==> config.mk <==
export PLATFORM = sky130hd
export DESIGN_NAME = pcUnit
export DESIGN_NICKNAME = d
export VERILOG_FILES = /design/src/source/rvPkg.sv /design/src/source/pcUnit.sv
export SDC_FILE = /design/constraint.sdc
export NUM_CORES = 1
export LEC_CHECK = 0
export BUFFER_PORTS_ARGS = -buffer_cell sky130_fd_sc_hd__buf_2
export CAP_MARGIN = 0
export CORE_MARGIN = 2
export CORE_UTILIZATION = 55
export DETAILED_ROUTE_END_ITERATION = 8
export PLACE_DENSITY = 0.93
export SLEW_MARGIN = 10
export SYNTH_ARGS = -nofsm -noshare
export SYNTH_HDL_FRONTEND = slang
export SYNTH_SLANG_ARGS = --single-unit
==> constraint.sdc <==
create_clock -name clk -period 8.8 [get_ports clk]
set_input_delay 2.64 -clock clk [delete_from_list [all_inputs] [get_ports clk]]
set_output_delay 2.64 -clock clk [all_outputs]
set_load 0.01 [all_outputs]
==> src/source/rvPkg.sv <==
`default_nettype none

package rvPkg;

    localparam int xlen = 64;
    localparam logic [xlen-1:0] resetPc = 64'h8000_0000;

    // major opcodes
    localparam logic [6:0] opLui    = 7'b0110111;
    localparam logic [6:0] opAuipc  = 7'b0010111;
    localparam logic [6:0] opJal    = 7'b1101111;
    localparam logic [6:0] opJalr   = 7'b1100111;
    localparam logic [6:0] opBranch = 7'b1100011;
    localparam logic [6:0] opLoad   = 7'b0000011;
    localparam logic [6:0] opStore  = 7'b0100011;
    localparam logic [6:0] opImm    = 7'b0010011;
    localparam logic [6:0] opImmW   = 7'b0011011;
    localparam logic [6:0] opReg    = 7'b0110011;
    localparam logic [6:0] opRegW   = 7'b0111011;
    localparam logic [6:0] opSystem = 7'b1110011;

    typedef struct packed {
        logic [6:0] funct7;
        logic [4:0] rs2;
        logic [4:0] rs1;
        logic [2:0] funct3;
        logic [4:0] rd;
        logic [6:0] opcode;
    } rFields_t;

    typedef struct packed {
        logic [11:0] imm12;
        logic [4:0]  rs1;
        logic [2:0]  funct3;
        logic [4:0]  rd;
        logic [6:0]  opcode;
    } iFields_t;

    typedef struct packed {
        logic [6:0] immHi;
        logic [4:0] rs2;
        logic [4:0] rs1;
        logic [2:0] funct3;
        logic [4:0] immLo;
        logic [6:0] opcode;
    } sFields_t;

    typedef struct packed {
        logic [19:0] imm20;
        logic [4:0]  rd;
        logic [6:0]  opcode;
    } uFields_t;

    // B and J reuse the S and U bit positions
    typedef union packed {
        rFields_t rType;
        iFields_t iType;
        sFields_t sType;
        uFields_t uType;
    } instWord_u;

    typedef enum logic [3:0] {
        aluAdd, aluSub, aluSll, aluSlt, aluSltu, aluXor,
        aluSrl, aluSra, aluOr, aluAnd, aluPassB, aluNone
    } aluOp_e;

    typedef enum logic { selPc, selRs1 } selA_e;
    typedef enum logic { selImm, selRs2 } selB_e;
    typedef enum logic [1:0] { wbAlu, wbMem, wbLink } wbSel_e;

    typedef struct packed {
        aluOp_e      aluOp;
        selA_e       selA;
        selB_e       selB;
        logic        aluWord;    // 32-bit op with sign-extended result
        logic        writeRd;
        wbSel_e      wbSel;
        logic        memRead;
        logic        loadSigned;
        logic [3:0]  loadBytes;  // 1, 2, 4 or 8
        logic [7:0]  storeMask;
        logic        jump;       // next pc is the target
        logic        baseRs1;    // target base is rs1
        logic        halt;
    } ctrl_t;

    typedef struct packed {
        logic [xlen-1:0] addr;
        logic [xlen-1:0] writeData;
        logic [7:0]      writeMask;
        logic            readEn;
    } memReq_t;

endpackage

`default_nettype wire
==> src/source/pcUnit.sv <==
`timescale 1ns/1ps
`default_nettype none

module pcUnit (
    input  logic         clk,
    input  logic         rstN,
    input  rvPkg::ctrl_t ctrl,
    input  logic [63:0]  rs1Val,
    input  logic [63:0]  imm,
    output logic [63:0]  pc
);
    import rvPkg::*;

    logic [63:0] sum;
    logic [63:0] target;
    logic [63:0] nextPc;

    assign sum = (ctrl.baseRs1 ? rs1Val : pc) + imm;
    assign target = {sum[63:1], sum[0] & ~ctrl.baseRs1};  // jalr clears bit 0
    assign nextPc = ctrl.jump ? target : pc + 64'd4;

    always_ff @(posedge clk) begin
        if (!rstN) begin
            pc <= resetPc;
        end else if (!ctrl.halt) begin  // hold on ebreak
            pc <= nextPc;
        end
    end

endmodule

`default_nettype wire

# After elaboration in Yosys (flattened, before gate mapping)
# Index checks and enable logic that the tools add are counted.
word_totals:
  regBits: 64
  input_bits: 157
  wordCells: 7
  output_inout_bits: 64
classes:
  n_addsub: 2
  n_bitwise: 2
  mux: 2
op_table:
  columns: ["op", "n"]
  rows:
  - ["64-bit two-way mux", 2]
  - ["64-bit by 3-bit adder with 64-bit output (second input constant)", 1]
  - ["64-bit adder", 1]
  - ["1-bit bitwise AND", 1]
  - ["1-bit NOT", 1]

# Logic depth before layout (Yosys ltp)
# Gate-level depths: netlist of run 1.
depth:
  ltp_word: 4
  mapped_depth: 16
  mapped_depth_nobuf: 15

# Worst setup path before layout of run 1
# No wires, ideal clock.
synth_path:
  kind: "input to register"
  startpoint: "input ctrl[1] (netlist bit)"
  endpoint: "register pc[57]"
  setup_time_ns: 0.127
  n_path_buf: 3
  path_slack_ns: 2.617
  arrival_time_ns: 6.056
  required_time_ns: 8.673
  cell_stages: 15
  path_cell_list: "buf_1 clkbuf_1 mux2_2 ha_1 buf_6 a21o_1 a21oi_1 o22ai_1 a211o_1 or3_1 o31ai_4 nor3_1 a311oi_1 xor2_1 o32ai_1"
synth_between:
  elab_chain_cells: 3
synth_lines:
  columns: ["item", "line_no", "source"]
  rows:
  - ["start, declared", "pcUnit.sv:7", "input rvPkg::ctrl_t ctrl,"]
  - ["64-bit two-way mux", "pcUnit.sv:18", "assign sum = (ctrl.baseRs1 ? rs1Val : pc) + imm;"]
  - ["64-bit adder", "pcUnit.sv:18", null]
  - ["64-bit two-way mux", "pcUnit.sv:20", "assign nextPc = ctrl.jump ? target : pc + 64'd4;"]
  - ["end signal, assigned", "pcUnit.sv:24", "pc <= resetPc;"]
  - ["end signal, assigned", "pcUnit.sv:26", "pc <= nextPc;"]
  - ["end, declared", "pcUnit.sv:10", "output logic [63:0] pc"]
# Every way passes these cells.
# A chain may end at the register's enable or synchronous reset.

# Worst setup path in the final report of run 1
layout_path:
  startpoint: "input ctrl[1] (netlist bit)"
  endpoint: "register pc[60]"
# Same word-level chain as after synthesis.

==> results of run 1 <==
-- power breakdown --
part | internal [mW] | switching (mW) | leakage [nW]
Clock | 0.190 | 0.140 | 0.123
Combinational | 0.262 | 0.342 | 3.66
Sequential | 0.316 | 0.0454 | 0.526
Total | 0.767 | 0.528 | 4.31
-- routing by layer --
layer	up-vias	part of all wire	global-route usage
met5	-	0	0
met1	4451	0.42	0.402
met2	544	0.47	0.514
met3	64	0.090	0.0342
li1	4598	-	-
met4	0	0.023	0.0847
-- logic make-up (layout without fill, tap and decap cells) --
family | Yosys count | count (layout) | synth area share
AO/OA/AOI/OAI | 428 | 428 | 0.329
AND/OR/NAND/NOR | 386 | 386 | 0.224
multiplexers | 63 | 63 | 0.0851
buffers and inverters | 90 | 238 | 0.0471
adder cells (fa/ha/maj) | 65 | 65 | 0.0988
flip-flops | 64 | 64 | 0.154
XOR/XNOR | 59 | 59 | 0.0622
-- worst max-delay path: stages --
cell and delay, ns:
buf_2 0.48, buf_4 0.38, mux2_2 0.37, ha_1 0.39, a21o_1 0.23, a21o_1 0.18
a21oi_1 0.20, o21ai_0 0.14, a221o_1 0.38, a21o_1 0.20, a21oi_1 0.38, o21ai_1 0.24
a31oi_1 0.24, xor2_1 0.21, o22ai_1 0.11
-- cell usage after synthesis, types with 14 or more instances --
master / count / area share
o21ai_0: 96 / 0.058
mux2_2: 61 / 0.083
xor2_1: 17 / 0.018
dfxtp_1: 64 / 0.15
clkbuf_1: 47 / 0.021
o21a_1: 16 / 0.014
nand2_1: 97 / 0.044
nor3_1: 17 / 0.010
a21o_1: 35 / 0.032
nand4_1: 28 / 0.021
nand3_1: 30 / 0.018
a31oi_1: 36 / 0.027
inv_1: 21 / 0.0095
and3_1: 26 / 0.020
ha_1: 64 / 0.096
and2_1: 14 / 0.011
xnor2_1: 42 / 0.044
nor2_1: 128 / 0.058
a21oi_1: 142 / 0.086
-- through the flow --
step	area, um2	setup slack, ns
floorplan	8310	2.62
global placement	9240	2.00
detailed placement	9240	1.93
CTS	9520	2.27
global route	9520	1.98
finish	9520	2.18
-- path summary, 6_finish.rpt --
| check | startpoint | endpoint | depth (start not counted) |
|---|---|---|---|
| max | ctrl[1] | pc[60] | 15 |
| min | pc[0] | pc[0] | 2 |
| max reg2reg | pc[0] | pc[56] | 15 |
| min reg2reg | pc[0] | pc[0] | 2 |
-- layout make-up --
class | count | area (um2)
flip-flops and latches | 64 | 1280
clock buffers | 9 | 225
inverters | 22 | 82.6
clock inverters | 7 | 48.8
fillers | 1263 | 5130
multi-input cells | 1001 | 6630
repair buffers | 200 | 1010
well taps | 184 | 230
==> impl_results.md, run 1 <==
* Max-Cap Viols at 0
* Syn Std Cell Area at 8310 um2
* Max Root-Sink Buffers at 2
* WHS at 0.476 ns
* Initial DRC count at 1146
* Register area share after synthesis at 0.154
* Mapped Avg Cell Area at 7.19 um2
* Number of global-route vias before repair at 8541
* Power Total at 1.30 mW
* GPL Wtd Cong at 1.02
* Ys async rst share at 0
* Pin count of the biggest net entering global routing at 120
* WS Path Type: primary input to flip-flop
* Syn Nets at 1377
* Slew Limit Fails at 0
* Cells after Synth at 1155
* Total setup buffers inserted after CTS at 0
* F_max at 151 MHz
* Row cnt at 44
* Final wirelength at 25.5 mm
* Post-CTS sizing at 0
* Number of remaining DRC errors at 0
* R2r setup slk at 4.76 ns
* Vias at 9657
* Slew Limit Headroom at 0.246
* Die area at 16100 um2
* Slew @ Worst Pin at 1.13 ns
* Status: complete, no violations
* Fin nets at 1520
* Final core area utilization at 0.650
* Depth of the CTS H-tree at 3
* Most frequent cells in the layout: buf_2 (195), a21oi_1 (142), nor2_1 (128)
* Hold WC Path Type: flip-flop to flip-flop
* Post-Layout Cell Count at 1487
* Area growth from synthesis to layout at 14.6%
* Grt ovf at 0
* Placed cells at 1471
* Period Utilization, post-route at 0.753
* Number of I/O pins at 221
* WP data arrival at 6.80 ns
* Worst EP required at 8.98 ns
* Hpwl dp at 19.2 mm
* Post-synth top flop: dfxtp_1
* First drt pass iteration count at 6
* TNS Setup at 0 ns
* Drt via density at 6.49
* Yosys reg bits at 64
* Antenna cell count at 0
* Routed Antenna Nets at 0
* Clk sinks at 64
* Post-route minimum period at 6.62 ns
* Skew final at 0.0133 ns
* Number of library cell types mapped by synthesis at 81
* Max IR drop VDD at 107 uV
* Drt wl/cell at 17.1 um
* CTS tree: built
* Commonest non-fill, non-tap cell in the layout: buf_2
* Pwr Density at 136 nW/um2
* Worst-Skew Late Latency at 0.33 ns
* Root Buffer: clkbuf_16
* Die Ht at 127 um
* Hold_buf cts at 0
* Initial antenna violation count at 0
* Die X at 127 um
* Kind of start point of the critical path: primary input
* Final hold viol count at 0
* Number of flip-flops in the largest register at 64
* Post-synth EDFFs at 0
* Leak at 4.31 nW
* Top Registers: pc (64)
* Critical Path Fanout Max at 28
* Clk slew on worst S/H paths at 0.06 ns
* Reg with most FFs: pc
* Final setup viols at 0
* Synth warn at 0
* RSZ-0062 raised after global routing: false
* Share of post-route cells with drive strength above 1 at 0.233
* Starting density of the core at 0.567
* Port Buffers at 196
* First-pass GRT wire length at 40.9 mm
* All-Layer GR Usage at 0.301
* Crit. End Element: flip-flop
* Inserted Clock Buffers at 9
* Core ar. at 14600 um2
Power figures use the tool's default switching activity.
==> run 2, diff against run 1 <==
--- a/config.mk
+++ b/config.mk
@@ -8,9 +8,9 @@
 export BUFFER_PORTS_ARGS = -buffer_cell sky130_fd_sc_hd__buf_2
 export CAP_MARGIN = 0
 export CORE_MARGIN = 2
-export CORE_UTILIZATION = 55
+export CORE_UTILIZATION = 50
 export DETAILED_ROUTE_END_ITERATION = 8
-export PLACE_DENSITY = 0.93
+export PLACE_DENSITY = 0.89
 export SLEW_MARGIN = 10
 export SYNTH_ARGS = -nofsm -noshare
 export SYNTH_HDL_FRONTEND = slang
==> constraint.sdc (replaced) <==
create_clock -name clk -period 6 [get_ports clk]
set_input_delay 1.8 -clock clk [delete_from_list [all_inputs] [get_ports clk]]
set_output_delay 1.8 -clock clk [all_outputs]
set_load 0.01 [all_outputs]
==> run 2 against run 1 <==
  * Hold slack gained 0.0024 ns
  * Critical path type unchanged
  * Highest routed layer unchanged
  * Global-route usage shrank 2.8 points
  * Flip-flop and latch count is the same
  * Final cell count grew 2.8%
  * Clock-buffer cell count grew 2
==> impl_results.md, run 2 (same netlist as run 1, synthesis figures left out) <==
* Final core area utilization at 0.587 (-0.0627)
* Routed Antenna Nets at 0 (unchanged)
* Depth of the CTS H-tree at 3 (unchanged)
* Vias at 9389 (-2.8%)
* Sw Share at 0.388 (-0.0192)
* Grt ovf at 0 (unchanged)
* GPL Wtd Cong at 1.01 (-1.5%)
* Period Utilization, post-route at 0.907
* Core ar. at 16400 um2 (+12%)
* CP Cell Sequence: buf_2 -> buf_12 -> mux2_2 -> ha_1 -> inv_1 -> fa_1 -> nor2b_1 -> o2111ai_1 -> a21oi_1 -> o211ai_1 -> a31oi_1 -> nand4b_1 -> a31o_2 -> a31oi_1 -> o21ai_0 -> xnor2_1 -> a21oi_1
* WP data arrival at 5.64 ns (-1.16 ns)
* Hold Crit Depth at 2 (unchanged)
* Crit path buffers/inverters at 3 (+1)
* Area growth from synthesis to layout at 16.0%
* Pwr Density at 200 nW/um2 (+47%)
* Max-Cap Viols at 0 (unchanged)
* Die X at 133 um (+4.7%)
* Cell internal pwr at 1.18 mW (+54%)
* WS Path Type: primary input to flip-flop
* Kind of start point of the critical path: primary input
* Row cnt at 47 (+6.8%)
* CP top delay family: compound AO/OA/AOI/OAI gates
* Worst path depth at 17 (+2)
* Initial DRC count at 1012 (-12%)
* TNS Setup at 0 ns (unchanged)
* Hold_buf cts at 0 (unchanged)
* Commonest non-fill, non-tap cell in the layout: buf_2
* Dpl cell area at 9340 um2 (+1.1%)
* Combinational cell fraction of total power at 0.460 (-0.006)
* Worst EP required at 6.20 ns (-2.78 ns)
* Max Root-Sink Buffers at 2 (unchanged)
* Slew Limit Fails at 0 (unchanged)
* Clk pwr share at 0.266 (+0.011)
* Max IR drop VDD at 163 uV (+53%)
* Critical Path Fanout Max at 47 (+68%)
* Slowest library cell on the worst path: a31oi_1
* Share of post-route cells with drive strength above 1 at 0.235 (+0.00217)
* Fin nets at 1526 (+0.39%)
* RSZ-0062 raised after global routing: false
* Die area at 17700 um2 (+9.7%)
* Hold WC Path Type: flip-flop to flip-flop
* Crit. End Element: flip-flop
* Number of global-route vias before repair at 8472 (-0.81%)
* Initial antenna violation count at 0 (unchanged)
* All-Layer GR Usage at 0.273 (-0.0280)
* Die Ht at 133 um (+4.7%)
* Port Buffers at 196 (unchanged)
* Pin count of the biggest net entering global routing at 63 (-48%)
* Number of remaining DRC errors at 0 (unchanged)
* First-pass GRT wire length at 40.7 mm (-0.54%)
* Final hold viol count at 0 (unchanged)
* Starting density of the core at 0.506 (-0.0610)
* Number of I/O pins at 221 (unchanged)
* Post-CTS sizing at 0 (unchanged)
* Drt via density at 6.14 (-5.4%)
* Leak at 4.37 nW (+1.3%)
* Post-Layout Cell Count at 1528 (+2.8%)
* Final setup viols at 0 (unchanged)
* Antenna cell count at 0 (unchanged)
* Placed cells at 1513 (+2.9%)
* Most frequent cells in the layout: buf_2 (195), a21oi_1 (142), nor2_1 (128)
* Inserted Clock Buffers at 9 (unchanged)
* Status: complete, no violations
* Fillers at 1527 (+21%)
* First drt pass iteration count at 5 (-1)
* Slew Limit Headroom at 0.465 (+0.219)
* Max stage delay on crit path at 0.46 ns (-0.02 ns)
* Root Buffer: clkbuf_16
* P_sw at 750 uW (+42%)
* Seq pwr share at 0.274 (-0.005)
* Skew final at 0.00874 ns (-0.00455 ns)
* Clk slew on worst S/H paths at 0.06 ns (about the same)
* F_max at 184 MHz
* Total setup buffers inserted after CTS at 0 (unchanged)
* Reg with most FFs: pc
* Top Registers: pc (64)
* CTS tree: built
* Drt wl/cell at 16.5 um (-3.8%)
* Register-to-Register Path Depth at 15 (unchanged)
* Clk sinks at 64 (unchanged)
* Hpwl dp at 19.5 mm (+1.8%)
* Worst-Skew Late Latency at 0.32 ns (about the same)
* Finished Cell Area at 9630 um2 (+1.2%)
* Post-route minimum period at 5.44 ns
* Slew @ Worst Pin at 0.801 ns (-0.329 ns)
* Number of flip-flops in the largest register at 64 (unchanged)
* Final wirelength at 25.2 mm (-1.2%)
[run 2: cell count changes in the layout (fill, tap and decap cells not counted)]
cell	delta
buf_12	+1
buf_4	+5
clkbuf_1	+1
clkinv_2	+1
clkbuf_8	+1
bufinv_16	+1
clkinv_4	-1
clkinvlp_4	-4
[run 2: final timing paths]
path / endpoint / slack (ns) / from
setup / recovery: pc[62] / 0.56 / ctrl[1]
setup reg to reg: pc[56] / 2.11 / pc[0]
hold reg to reg: pc[0] / 0.48 / pc[0]
hold / removal: pc[0] / 0.48 / pc[0]
[run 2: power by group through the flow]
stage | Combinational [mW] | Sequential (mW) | Clock, mW
floorplan | 0.638 | 0.530 | 0
global route | 0.975 | 0.536 | 0.535
finish | 0.887 | 0.530 | 0.513
detailed placement | 0.871 | 0.537 | 0
global placement | 0.855 | 0.534 | 0
CTS | 0.876 | 0.528 | 0.516
[run 2: cell type report]
cell class,instances,area (um2),area share
repair buffers,206,1070,0.111
clock buffers,11,243,0.0252
flip-flops and latches,64,1280,0.133
clock inverters,4,45.0,0.00468
multi-input cells,1001,6630,0.689
inverters,22,82.6,0.00857
well taps,220,275,0.0286
[run 2: layer usage]
metal	up-vias	wire length, um	global-route usage
li1	4592	-	-
met1	4313	11000	0.370
met2	439	11800	0.463
met3	45	1770	0.0218
met4	0	610	0.0812
met5	-	0	0
[run 2: tightest hold or removal path: stages (launching register included)]
cell and delay (ns):
dfxtp_1 0.32, nand2_1 0.06, a21oi_1 0.05
[run 2: per-stage QoR]
| step | worst slack, ns | hold WS [ns] | power (mW) |
|---|---|---|---|
| after floorplan | 0.657 | 0.486 | 1.17 |
| after global placement | 0.475 | 0.454 | 1.39 |
| after detailed placement | 0.408 | 0.471 | 1.41 |
| after CTS | 0.719 | 0.479 | 1.92 |
| after global routing | 0.348 | 0.556 | 2.05 |
| final | 0.559 | 0.479 | 1.93 |
==> run 3, diff against run 2 <==
--- a/config.mk
+++ b/config.mk
@@ -5,12 +5,13 @@
 export SDC_FILE = /design/constraint.sdc
 export NUM_CORES = 1
 export LEC_CHECK = 0
+export ABC_AREA = 1
 export BUFFER_PORTS_ARGS = -buffer_cell sky130_fd_sc_hd__buf_2
 export CAP_MARGIN = 0
 export CORE_MARGIN = 2
-export CORE_UTILIZATION = 50
+export CORE_UTILIZATION = 52
 export DETAILED_ROUTE_END_ITERATION = 8
-export PLACE_DENSITY = 0.89
+export PLACE_DENSITY = 0.9
 export SLEW_MARGIN = 10
 export SYNTH_ARGS = -nofsm -noshare
 export SYNTH_HDL_FRONTEND = slang
==> run 3 against run 2 <==
  * Critical path type unchanged
  * Die area is 21% higher
  * Power is 11% higher
  * First-iteration DRC count is 50% higher
  * Largest cell class unchanged
  * Synthesized area is 26% higher
  * Highest routed layer unchanged
  * Worst setup slack better by 0.93 ns
==> impl_results.md, run 3 <==
* Main combinational cell family by area after synthesis: simple AND/OR/NAND/NOR gates
* Final hold viol count at 0 (unchanged)
* Most frequent cells in the layout: nand2_1 (695), inv_1 (310), buf_2 (195)
* Number of library cell types mapped by synthesis at 42 (-48%)
* RSZ-0062 raised after global routing: false
* Grt ovf at 0 (unchanged)
* Worst EP required at 6.28 ns (+0.08 ns)
* Synth warn at 0 (unchanged)
* Fillers at 2134 (+40%)
* CTS tree: built
* Area leader, netlist: nand2_1
* Reg with most FFs: pc
* Starting density of the core at 0.533 (+0.0272)
* Drt via density at 5.78 (-5.9%)
* Slew Limit Fails at 0 (unchanged)
* Number of flip-flops in the largest register at 64 (unchanged)
* Worst-Skew Late Latency at 0.34 ns (+0.02 ns)
* Yosys reg bits at 64 (unchanged)
* Antenna cell count at 0 (unchanged)
* Top Registers: pc (64)
* Clk slew on worst S/H paths at 0.06 ns (about the same)
* Synth Area in Adders at 0.0783 (-0.0205)
* Hold_buf cts at 0 (unchanged)
* Slew @ Worst Pin at 1.10 ns (+0.299 ns)
* Initial antenna violation count at 0 (unchanged)
* Synth top cells by count: nand2_1 (695), inv_1 (311), nor2_1 (188), a21oi_1 (160), o21ai_0 (156)
* GPL Wtd Cong at 1.03 (+1.9%)
* CP Cell Sequence: buf_4 -> inv_1 -> nand2_1 -> nand2_1 -> ha_1 -> inv_1 -> fa_1 -> inv_1 -> nand3_1 -> nand3_1 -> nand2_1 -> nand2_1 -> nand2_1 -> nand2_1 -> nand2_1 -> nand2_1 -> nand2_1 -> nand3_1 -> nand3_1 -> a21oi_1
* Pwr Density at 179 nW/um2 (-11%)
* Yosys top cell area share at 0.249 (+0.0946)
* Crit. End Element: flip-flop
* Number of global-route vias before repair at 12900 (+53%)
* WHS at 0.535 ns (+0.0561 ns)
* Core ar. at 19700 um2 (+20%)
* Final wirelength at 47.3 mm (+88%)
* Period Utilization, post-route at 0.751 (-0.156)
* Register area share after synthesis at 0.122 (-0.0320)
* Worst setup margin at 1.49 ns (+0.934 ns)
* Ys async rst share at 0 (unchanged)
* Share of post-route cells with drive strength above 1 at 0.109 (-0.126)
* Post-synth EDFFs at 0 (unchanged)
* Final setup viols at 0 (unchanged)
* Die Ht at 146 um (+9.9%)
* Post-route minimum period at 4.51 ns (-0.934 ns)
* Hold path endpoint: pc[0]
* Row cnt at 51 (+8.5%)
* Number of remaining DRC errors at 0 (unchanged)
* Slew Limit Headroom at 0.262 (-0.203)
* Dpl cell area at 11700 um2 (+25%)
* Post-synth top flop: dfxtp_1
* First-pass GRT wire length at 71.5 mm (+76%)
* Max IR drop VDD at 195 uV (+20%)
* WS Path Type: primary input to flip-flop
* Syn Std Cell Area at 10500 um2 (+26%)
* Number of I/O pins at 221 (unchanged)
* Depth of the CTS H-tree at 3 (unchanged)
* WP data arrival at 4.78 ns (-0.86 ns)
* First drt pass iteration count at 7 (+2)
* Compound-Gate Fraction of Synth Area at 0.184 (-0.144)
* Worst path depth at 20 (+3)
* F_max at 222 MHz (+21%)
* Max-Cap Viols at 0 (unchanged)
* Most frequent cell after synthesis: nand2_1
* Reg-to-reg critical path endpoint: pc[28]
* TNS Setup at 0 ns (unchanged)
* Hold WC Path Type: flip-flop to flip-flop
* R2r setup slk at 3.03 ns (+0.92 ns)
* Fin nets at 2413 (+58%)
* DP Worst Slack at 1.16 ns (+0.751 ns)
* Max Root-Sink Buffers at 2 (unchanged)
* Total setup buffers inserted after CTS at 0 (unchanged)
* Register-to-Register Path Depth at 11 (-4)
* Area growth from synthesis to layout at 14.2%
* Area of the multi-input gates at 7850 um2 (+18%)
* Hpwl dp at 39.0 mm (+100%)
* Die X at 146 um (+9.9%)
* Commonest non-fill, non-tap cell in the layout: nand2_1
* Port Buffers at 196 (unchanged)
* Status: complete, no violations
* Post-CTS sizing at 0 (unchanged)
* Mapped Avg Cell Area at 5.18 um2 (-28%)
* Finished Cell Area at 12000 um2 (+24%)
* Register area at 1280 um2 (unchanged)
* Skew final at 0.00706 ns (-0.00167 ns)
* Critical path's most frequent cell: nand2_1
* Reg2reg start: pc[21]
* Critical Path Fanout Max at 13 (-72%)
* Kind of start point of the critical path: primary input
* Synth Area in XOR/XNOR at 0.0317 (-0.0305)
* All-Layer GR Usage at 0.432 (+0.159)
* Inserted Clock Buffers at 9 (unchanged)
* Cells after Synth at 2026 (+75%)
* Synth top area cells: nand2_1 (25%), dfxtp_1 (12%), inv_1 (11%), a21oi_1 (7.6%), ha_1 (7.6%)
* Worst Min Path Start: pc[0]
* Simple-Gate Fraction of Synth Area at 0.454 (+0.230)
* Die area at 21300 um2 (+21%)
* Syn Nets at 2248 (+63%)
* Initial DRC count at 1523 (+50%)
* Drt wl/cell at 19.2 um (+17%)
* Pin count of the biggest net entering global routing at 117 (+86%)
* Hold Crit Depth at 2 (unchanged)
* Clk sinks at 64 (unchanged)
* Max stage delay on crit path at 0.35 ns (-0.11 ns)
* Slowest library cell on the worst path: fa_1
* Vias at 14200 (+51%)
* Leak at 6.43 nW (+47%)
* Mux cell area share after synthesis at 0 (-0.0851)
* Routed Antenna Nets at 0 (unchanged)
* CP top delay family: simple AND/OR/NAND/NOR gates
* Root Buffer: clkbuf_16
* Crit path buffers/inverters at 4 (+1)
## run 3: cell count changes after synthesis, moves of 60 or more
cell     previous run  this run
nand2_1            97       695
mux2_2             61         0
nor2_1            128       188
o21ai_0            96       156
nand3_1            30       122
inv_1              21       311
## run 3: power breakdown
group	switching, mW	internal, mW
registers	0.0627	0.464
clock network	0.214	0.360
logic	0.708	0.330
total	0.985	1.15
## run 3: layout make-up
cell class,instances,share of cell area
Timing Repair Buffer,200,0.0857
Clock inverter,6,0.00710
Inverter,315,0.0987
Multi-Input combinational cell,1601,0.655
Sequential cell,64,0.107
Clock buffer,9,0.0188
Tap cell,265,0.0277
## run 3: tightest hold or removal path, stage by stage (launching register included)
cell and delay (ns):
dfxtp_1 0.32, nor2_1 0.11, nor3_1 0.05
## run 3: per-stage QoR
step | instances | power, mW | util
2_1_floorplan | 2026 | 1.16 | -
3_3_place_gp | 2445 | 1.52 | 0.594
3_5_place_dp | 2445 | 1.54 | 0.594
4_1_cts | 2460 | 2.10 | 0.609
5_1_grt | 2460 | 2.26 | 0.609
6_report | 2460 | 2.14 | 0.609
## run 3: how the worst max path moves through the flow
stage | start | end | slack (ns)
6_report | ctrl[1] | pc[60] | 1.49
3_5_place_dp | ctrl[1] | pc[60] | 1.16
4_1_cts | ctrl[1] | pc[60] | 1.51
2_1_floorplan | ctrl[1] | pc[36] | 1.63
3_3_place_gp | ctrl[1] | pc[60] | 1.22
5_1_grt | ctrl[1] | pc[60] | 1.22
## run 3: cell families (layout without fill, tap and decap cells)
logic type	count (synthesis)	count (layout)
simple gates	1135	1135
compound gates	363	363
buf+inv	361	530
fa+ha+maj	65	65
flops	64	64
xor+xnor	38	38
## run 3: metal layers
layer | global-route usage | wire (um)
met5 | 0 | 0
met4 | 0.332 | 4400
met3 | 0.0558 | 4490
met2 | 0.661 | 19600
met1 | 0.552 | 18800
